$ cat src/include/ifid_config.svh
// widths for the IF/ID decode front end
// opcode, operand and target fields are all carved from one 16-bit word
// integer register file only, so operand addresses are 3 bits
`ifndef IFID_CONFIG_SVH
`define IFID_CONFIG_SVH

//////////////////////////////////////////////////
// instruction word
//////////////////////////////////////////////////

// full instruction from instruction memory
`define IFID_INSTR_W 16

// opcode lives in bits 15..11
`define IFID_OPC_W 5

//////////////////////////////////////////////////
// register file and datapath
//////////////////////////////////////////////////

// 8 integer registers
`define IFID_REG_AW 3

// operand data width, one byte
`define IFID_DATA_W 8

// branch target, instruction bits 9..0
`define IFID_PC_W 10

`endif

$ cat src/design/ifid_pkg.sv
// types shared by the decoder, the stage registers and the top
// opcode encodings of the 8-bit core where unlisted codes decode as NOP
// RNS opcodes 19..25 are not decoded and fall through to NOP
`default_nettype none

`include "ifid_config.svh"

package ifid_pkg;

    //////////////////////////////////////////////////
    // opcodes
    //////////////////////////////////////////////////
    typedef enum logic [`IFID_OPC_W-1:0] {
        op_nop     = `IFID_OPC_W'd0,
        op_add     = `IFID_OPC_W'd1,
        op_sub     = `IFID_OPC_W'd2,
        op_and     = `IFID_OPC_W'd3,
        op_or      = `IFID_OPC_W'd4,
        op_not     = `IFID_OPC_W'd5,
        op_shl     = `IFID_OPC_W'd6,
        op_jmp     = `IFID_OPC_W'd7,
        op_rload   = `IFID_OPC_W'd8,   // rd <- mem[{op2, op1}]
        op_rstore  = `IFID_OPC_W'd9,   // mem[{op2, op1}] <- res reg
        op_andbit  = `IFID_OPC_W'd10,
        op_orbit   = `IFID_OPC_W'd11,
        op_notbit  = `IFID_OPC_W'd12,
        op_compare = `IFID_OPC_W'd13,  // sub without writeback
        op_jmpgt   = `IFID_OPC_W'd14,
        op_jmplt   = `IFID_OPC_W'd15,
        op_jmpeq   = `IFID_OPC_W'd16,
        op_jmpc    = `IFID_OPC_W'd17,
        op_ldi     = `IFID_OPC_W'd18,  // rd <- imm
        op_output  = `IFID_OPC_W'd26,  // port <- res reg
        op_input   = `IFID_OPC_W'd27   // rd <- port
    } opcode_e;

    //////////////////////////////////////////////////
    // decoded control bundle of 45 bits
    //////////////////////////////////////////////////
    typedef struct packed {
        // alu
        logic add_op;
        logic and_op;
        logic or_op;
        logic not_op;
        logic and_bit;
        logic or_bit;
        logic not_bit;
        logic carry_in;          // +1 for two's complement subtract
        logic op2_complement;    // invert op2 into the adder
        logic shift_left;
        logic compare;
        logic logic_op;          // any logical or bitwise op
        // branches
        logic jump;
        logic jmp_uncond;
        logic jmp_gt;
        logic jmp_lt;
        logic jmp_eq;
        logic jmp_carry;
        // memory and io
        logic load;
        logic store;
        logic ld_imm;
        logic out_op;
        logic in_op;
        // writeback
        logic wr_en;
        logic [`IFID_REG_AW-1:0] dest;     // zero for rstore
        logic [`IFID_DATA_W-1:0] imm;      // instr[7:0], also io port
        logic [`IFID_PC_W-1:0]   target;   // instr[9:0]
    } ctrl_t;

    // register file read request with unread addresses at zero
    typedef struct packed {
        logic                    rd_en;
        logic [`IFID_REG_AW-1:0] op1_addr;
        logic [`IFID_REG_AW-1:0] op2_addr;
        logic [`IFID_REG_AW-1:0] op3_addr;
    } rd_req_t;

    // operand data plus the addresses it came from (33 bits)
    typedef struct packed {
        logic [`IFID_DATA_W-1:0] op1_data;
        logic [`IFID_DATA_W-1:0] op2_data;
        logic [`IFID_DATA_W-1:0] op3_data;
        logic [`IFID_REG_AW-1:0] op1_addr;
        logic [`IFID_REG_AW-1:0] op2_addr;
        logic [`IFID_REG_AW-1:0] op3_addr;
    } operand_t;

endpackage

`default_nettype wire

$ cat src/design/ifid_decoder.sv
// purely combinational opcode decode, no clock
// instr bits 7 and 3 are don't-care for operand addresses
// unknown opcodes give an all-zero flag set and no register read
`default_nettype none

`include "ifid_config.svh"

module ifid_decoder (
    input  wire logic [`IFID_INSTR_W-1:0] instr,
    output ifid_pkg::ctrl_t               ctrl,
    output ifid_pkg::rd_req_t             rd_req
);

    //////////////////////////////////////////////////
    // field split
    //////////////////////////////////////////////////
    ifid_pkg::opcode_e       opcode;
    logic [`IFID_REG_AW-1:0] res_addr;   // dest, or source for rstore/output
    logic [`IFID_REG_AW-1:0] op2_addr;
    logic [`IFID_REG_AW-1:0] op1_addr;

    assign opcode   = ifid_pkg::opcode_e'(instr[15:11]);
    assign res_addr = instr[10:8];
    assign op2_addr = instr[6:4];       // bit 7 ignored
    assign op1_addr = instr[2:0];       // bit 3 likewise

    // which operands this opcode reads
    logic rd_ab;    // op1 and op2
    logic rd_c;     // op3 = res

    //////////////////////////////////////////////////
    // opcode decode
    //////////////////////////////////////////////////
    always_comb
    begin
        ctrl        = '0;
        ctrl.dest   = res_addr;
        ctrl.imm    = instr[7:0];               // ldi value or io port
        ctrl.target = instr[`IFID_PC_W-1:0];    // jump target
        rd_ab       = 1'b0;
        rd_c        = 1'b0;

        case (opcode)
            ifid_pkg::op_add:
            begin
                ctrl.add_op = 1'b1;
                ctrl.wr_en  = 1'b1;
                rd_ab       = 1'b1;
            end
            ifid_pkg::op_sub:
            begin
                ctrl.add_op         = 1'b1;
                ctrl.carry_in       = 1'b1;     // a + ~b + 1
                ctrl.op2_complement = 1'b1;
                ctrl.wr_en          = 1'b1;
                rd_ab               = 1'b1;
            end
            ifid_pkg::op_and:
            begin
                ctrl.and_op   = 1'b1;
                ctrl.logic_op = 1'b1;
                ctrl.wr_en    = 1'b1;
                rd_ab         = 1'b1;
            end
            ifid_pkg::op_or:
            begin
                ctrl.or_op    = 1'b1;
                ctrl.logic_op = 1'b1;
                ctrl.wr_en    = 1'b1;
                rd_ab         = 1'b1;
            end
            ifid_pkg::op_not:
            begin
                ctrl.not_op   = 1'b1;
                ctrl.logic_op = 1'b1;
                ctrl.wr_en    = 1'b1;
                rd_ab         = 1'b1;
            end
            ifid_pkg::op_shl:
            begin
                ctrl.shift_left = 1'b1;
                ctrl.wr_en      = 1'b1;
                rd_ab           = 1'b1;
            end
            ifid_pkg::op_andbit:
            begin
                ctrl.and_bit  = 1'b1;
                ctrl.logic_op = 1'b1;
                ctrl.wr_en    = 1'b1;
                rd_ab         = 1'b1;
            end
            ifid_pkg::op_orbit:
            begin
                ctrl.or_bit   = 1'b1;
                ctrl.logic_op = 1'b1;
                ctrl.wr_en    = 1'b1;
                rd_ab         = 1'b1;
            end
            ifid_pkg::op_notbit:
            begin
                ctrl.not_bit  = 1'b1;
                ctrl.logic_op = 1'b1;
                ctrl.wr_en    = 1'b1;
                rd_ab         = 1'b1;
            end
            ifid_pkg::op_compare:
            begin
                ctrl.add_op         = 1'b1;     // subtract for flags only
                ctrl.compare        = 1'b1;
                ctrl.carry_in       = 1'b1;
                ctrl.op2_complement = 1'b1;
                rd_ab               = 1'b1;
            end
            // branches read nothing since the condition comes from ex flags
            ifid_pkg::op_jmp:
            begin
                ctrl.jump       = 1'b1;
                ctrl.jmp_uncond = 1'b1;
            end
            ifid_pkg::op_jmpgt:
            begin
                ctrl.jump   = 1'b1;
                ctrl.jmp_gt = 1'b1;
            end
            ifid_pkg::op_jmplt:
            begin
                ctrl.jump   = 1'b1;
                ctrl.jmp_lt = 1'b1;
            end
            ifid_pkg::op_jmpeq:
            begin
                ctrl.jump   = 1'b1;
                ctrl.jmp_eq = 1'b1;
            end
            ifid_pkg::op_jmpc:
            begin
                ctrl.jump      = 1'b1;
                ctrl.jmp_carry = 1'b1;
            end
            ifid_pkg::op_rload:
            begin
                ctrl.load  = 1'b1;              // address in op2:op1 regs
                ctrl.wr_en = 1'b1;
                rd_ab      = 1'b1;
            end
            ifid_pkg::op_rstore:
            begin
                ctrl.store = 1'b1;
                ctrl.dest  = '0;                // res is a source here
                rd_ab      = 1'b1;
                rd_c       = 1'b1;
            end
            ifid_pkg::op_ldi:
            begin
                ctrl.ld_imm = 1'b1;
                ctrl.wr_en  = 1'b1;
            end
            ifid_pkg::op_output:
            begin
                ctrl.out_op = 1'b1;             // no writeback
                rd_c        = 1'b1;
            end
            ifid_pkg::op_input:
            begin
                ctrl.in_op = 1'b1;
                ctrl.wr_en = 1'b1;
            end
            default: ;                          // nop incl. rns codes 19..25
        endcase

        // addresses masked when not read
        rd_req.rd_en    = rd_ab | rd_c;
        rd_req.op1_addr = rd_ab ? op1_addr : '0;
        rd_req.op2_addr = rd_ab ? op2_addr : '0;
        rd_req.op3_addr = rd_c ? res_addr : '0;
    end

endmodule

`default_nettype wire

$ cat src/design/ifid_stage_reg.sv
// one-deep pipeline register, never stalls
// squash loads an all-zero payload, which reads as a nop downstream
`default_nettype none

module ifid_stage_reg #(
    parameter type payload_t = logic [7:0]
) (
    input  wire logic clk,
    input  wire logic rst,
    input  wire logic squash,     // branch taken in ex this cycle
    input  payload_t  d,
    output payload_t  q,
    output logic      squashed    // q holds a killed item
);

    //////////////////////////////////////////////////
    // capture
    //////////////////////////////////////////////////
    always_ff @(posedge clk)
    begin
        if (rst)
        begin
            q        <= '0;
            squashed <= 1'b0;
        end
        else if (squash)
        begin
            q        <= '0;     // kill the wrong-path item
            squashed <= 1'b1;
        end
        else
        begin
            q        <= d;
            squashed <= 1'b0;
        end
    end

    // both outputs settle to zero together on reset, so a squashed
    // item and a reset item look the same to the payload consumer

endmodule

`default_nettype wire

$ cat src/design/ifid_stage.sv
// IF/ID front end: decode in cycle 0, registered bundle in cycle 1
// rd_req and load_req are combinational strobes, rd_data is expected same cycle
// address fields of rd_data are ignored, the decoder's addresses are used
`default_nettype none

`include "ifid_config.svh"

module ifid_stage (
    input  wire logic [`IFID_INSTR_W-1:0] instr,
    input  wire logic                     clk,
    input  wire logic                     rst,
    input  wire logic                     branch_taken_ex,  // level from ex
    input  ifid_pkg::operand_t            rd_data,          // data fields only
    output ifid_pkg::rd_req_t             rd_req,           // to regfile
    output logic                          load_req,         // to forwarding
    output ifid_pkg::ctrl_t               id_ctrl,
    output ifid_pkg::operand_t            id_opnd,
    output logic                          id_squash
);

    ifid_pkg::ctrl_t    dec_ctrl;
    ifid_pkg::operand_t opnd_d;

    //////////////////////////////////////////////////
    // decode, zero cycles
    //////////////////////////////////////////////////
    ifid_decoder u_dec (
        .instr  (instr),
        .ctrl   (dec_ctrl),
        .rd_req (rd_req)
    );

    assign load_req = dec_ctrl.load;    // rload seen early for hazards

    // operand payload: regfile data tagged with the addresses we asked for
    always_comb
    begin
        opnd_d.op1_data = rd_data.op1_data;
        opnd_d.op2_data = rd_data.op2_data;
        opnd_d.op3_data = rd_data.op3_data;
        opnd_d.op1_addr = rd_req.op1_addr;
        opnd_d.op2_addr = rd_req.op2_addr;
        opnd_d.op3_addr = rd_req.op3_addr;
    end

    //////////////////////////////////////////////////
    // stage registers, one cycle
    //////////////////////////////////////////////////
    ifid_stage_reg #(
        .payload_t (ifid_pkg::ctrl_t)
    ) u_ctrl_reg (
        .clk      (clk),
        .rst      (rst),
        .squash   (branch_taken_ex),
        .d        (dec_ctrl),
        .q        (id_ctrl),
        .squashed (id_squash)           // one flag is enough for the stage
    );

    // same squash, so its flag always equals id_squash
    ifid_stage_reg #(
        .payload_t (ifid_pkg::operand_t)
    ) u_opnd_reg (
        .clk      (clk),
        .rst      (rst),
        .squash   (branch_taken_ex),
        .d        (opnd_d),
        .q        (id_opnd),
        .squashed ()
    );

endmodule

`default_nettype wire

$ cat config.mk
export PLATFORM = sky130hd
export DESIGN_NAME = ifid_stage
export DESIGN_NICKNAME = d
export VERILOG_FILES = /design/src/design/ifid_pkg.sv /design/src/design/ifid_decoder.sv /design/src/design/ifid_stage_reg.sv /design/src/design/ifid_stage.sv
export VERILOG_INCLUDE_DIRS = /design/src /design/src/include
export SDC_FILE = /design/constraint.sdc
export NUM_CORES = 1
export LEC_CHECK = 0
export ABC_CLOCK_PERIOD_IN_PS = 1550
export BUFFER_PORTS_ARGS = -buffer_cell sky130_fd_sc_hd__buf_2
export CORE_MARGIN = 4
export CORE_UTILIZATION = 45
export CTS_CLUSTER_DIAMETER = 150
export CTS_CLUSTER_SIZE = 10
export DETAILED_ROUTE_END_ITERATION = 16
export PLACE_DENSITY = 0.84
export SYNTH_ARGS = -nofsm -noshare
export SYNTH_HDL_FRONTEND = slang
export SYNTH_SLANG_ARGS = --single-unit
$ cat constraint.sdc
create_clock -name clk -period 1.55 [get_ports clk]
set_clock_uncertainty 0.15 [all_clocks]
set_input_delay 0 -clock clk [delete_from_list [all_inputs] [get_ports clk]]
set_output_delay 0 -clock clk [all_outputs]
set_load 0.005 [all_outputs]
==> results_dict.tcl <==
set metrics [dict create \
    row_count 25 \
    start_kind "input port" \
    avgSynthCellArea_um2 10.8 \
    dpl_cell_area_mm2 0.00288 \
    tns_ns -0.0192 \
    crit_type "input port to flop" \
    cpMostUsedCell "dlygate4sd3_1" \
    hold_path_class "input port to flop" \
    setup_ws_ns -0.0192 \
    min_period_over_period_pct 101 \
    cap_viol_max_count 0 \
    grt_pass1_wl_mm 10.5 \
    final_common_cell "buf_2" \
    track_usage_pct 22.6 \
    syn-num-nets 259 \
    relSlewSlack_pct 79.9 \
    wl_mm 7.00 \
    final_cell_mix "buf_2 (131), dfxtp_1 (70), dlygate4sd3_1 (59), and2_1 (49), nor2_1 (13)" \
    postLayoutCellArea_mm2 0.00374 \
    slowest_delay_ns 0.60 \
    synth-edff-count 0 \
    p_leak_uw 0.00187 \
    grt.overflow.total 0 \
    h-tree-depth 3 \
    synthDistinctLibCells 33 \
    vias_per_cell 4.55 \
    fin_nets 446 \
    syn-instance-count 207 \
    final_layout_size_suffix_gt1_share_pct 41.1 \
    io_buffers 132 \
    start_util_pct 46.8 \
    antenna_found_initial 0 \
    crit_buf_inv 3 \
    finalHoldViolCount 2 \
    utilization_pct 78.6 \
    met3WireLength_um 472 \
    coreArea_mm2 0.00475 \
    top_layer_used "met4" \
    fill_cells 329 \
    cts_buffers 9 \
    cts_root_buf "clkbuf_8" \
    cts_max_path_buffers 2 \
    drc 0 \
    ys_async_sr_fraction_pct 0 \
    finalCriticalPeriod_ns 1.57 \
    cts_tree "built" \
    end_kind "flop" \
    critPathRequiredTime_ns 1.67 \
    hp-start "instr[11]" \
    area_growth_pct 67.9 \
    die_w_um 78.3 \
    status "finished, violations left" \
    antenna_left 0 \
    setup_viol_count_final 1 \
    met1_length_mm 2.54 \
    clock-sinks 70 \
    crit_family "buffers and inverters" \
    holdPathEnd "u_ctrl_reg.q[44]" \
    yosys_warnings 0 \
    drt-initial-drc-count 82 \
    ys_ff_latch 70 \
    io_pins 142 \
    place_ws_ns 0.217 \
    cpMaxStageDelayCell "dlygate4sd3_1" \
    tightest_slew_ns 0.302 \
    grt_pass1_vias 2167 \
    gp_congestion 0.854 \
    vias 2120 \
    peakVddDrop_mv 0.828 \
    crit_start "instr[14]" \
    clk_pin_slew_ns 0.07 \
    powerDensity_mw_per_mm2 1090 \
    synth_flop_cell "dfxtp_1" \
    netlist_area_mm2 0.00223 \
    whs_path_depth 4 \
    fmax_mhz 637 \
    wl_per_cell_um 15.0 \
    cp_num_cells 6 \
    wl_met2_mm 3.72 \
    critical_path.cell_chain "buf_4 > dlygate4sd3_1 > and2_1 > dlygate4sd3_1 > nand2_1 > a21oi_1" \
    violations "hold timing, setup timing" \
    slew_viol_final 0 \
    grt_start_max_net_pins 21 \
    firstDrtPassIters 4 \
    antenna_cells 0 \
    die_h_um 78.3 \
    cts_setup_buffers 0 \
    critical_path_arrival_ns 1.69 \
    die-area_mm2 0.00614 \
    hold_ws_ns -0.00276 \
    crit_fanout 12 \
    dp_hpwl_mm 3.98 \
    ys_seq_area_share_pct 63.0 \
]
-- timing repair --
| item | CTS | global route |
|---|---|---|
| endpoints found under the hold margin | 69 | 2 |
| gates resized for setup | 0 | 4 |
| setup endpoints to repair | 0 | 6 |
| hold buffers | 59 | 2 |
-- cells by family after synthesis --
logic type / synth area share, %
flops: 63.0
buf+inv: 5.85
simple gates: 26.6
xor+xnor: 0.394
compound gates: 4.16
-- per-layer routing --
metal  global-route usage (%)  vias to the layer above
met5                        0                        -
met3                     3.33                       22
met1                     23.4                      955
met2                     42.4                      116
met4                     14.0                        0
li1                         -                     1027
-- synth_stat cells, types with 3 or more instances --
cell      instances  area share [%]
a21oi_1           4            0.90
and2_1           49              14
and2_2            5             1.7
buf_2             4            0.90
buf_4            10             3.4
clkbuf_1          3            0.51
dfxtp_1          70              63
nand2_1           9             1.5
nor2_1           14             2.4
nor3_1            8             1.8
-- state kept, by name (all words and copies together) (netlist names) --
register,cells
u_ctrl_reg.q,36
u_ctrl_reg.squashed,1
u_opnd_reg.q,33
-- through the flow --
step                power (uW)  instances
floorplan                 2040        207
global placement          2170        391
detailed placement        2180        391
CTS                       4090        466
global route              4230        466
finish                    4090        466
-- worst max-delay path by stage --
stage | end | slack, ns
6_report | u_ctrl_reg.q[37] | -0.02
5_1_grt | u_ctrl_reg.q[43] | -0.003
4_1_cts | u_ctrl_reg.q[43] | 0.05
3_5_place_dp | u_ctrl_reg.q[20] | 0.22
3_3_place_gp | u_ctrl_reg.q[20] | 0.24
2_1_floorplan | u_opnd_reg.q[3] | 0.49
-- layout make-up --
cell class	instances	area, um2	share of cell area (%)
Clock buffer	11	151	4.05
Clock inverter	5	105	2.81
Inverter	2	7.51	0.201
Multi-Input combinational cell	116	704	18.8
Sequential cell	70	1400	37.5
Tap cell	67	83.8	2.24
Timing Repair Buffer	195	1280	34.3
-- where the power goes --
part	internal (uW)	switching (uW)
Clock	1160	664
Combinational	234	172
Sequential	1850	14.1
Power figures use the tool's default switching activity.
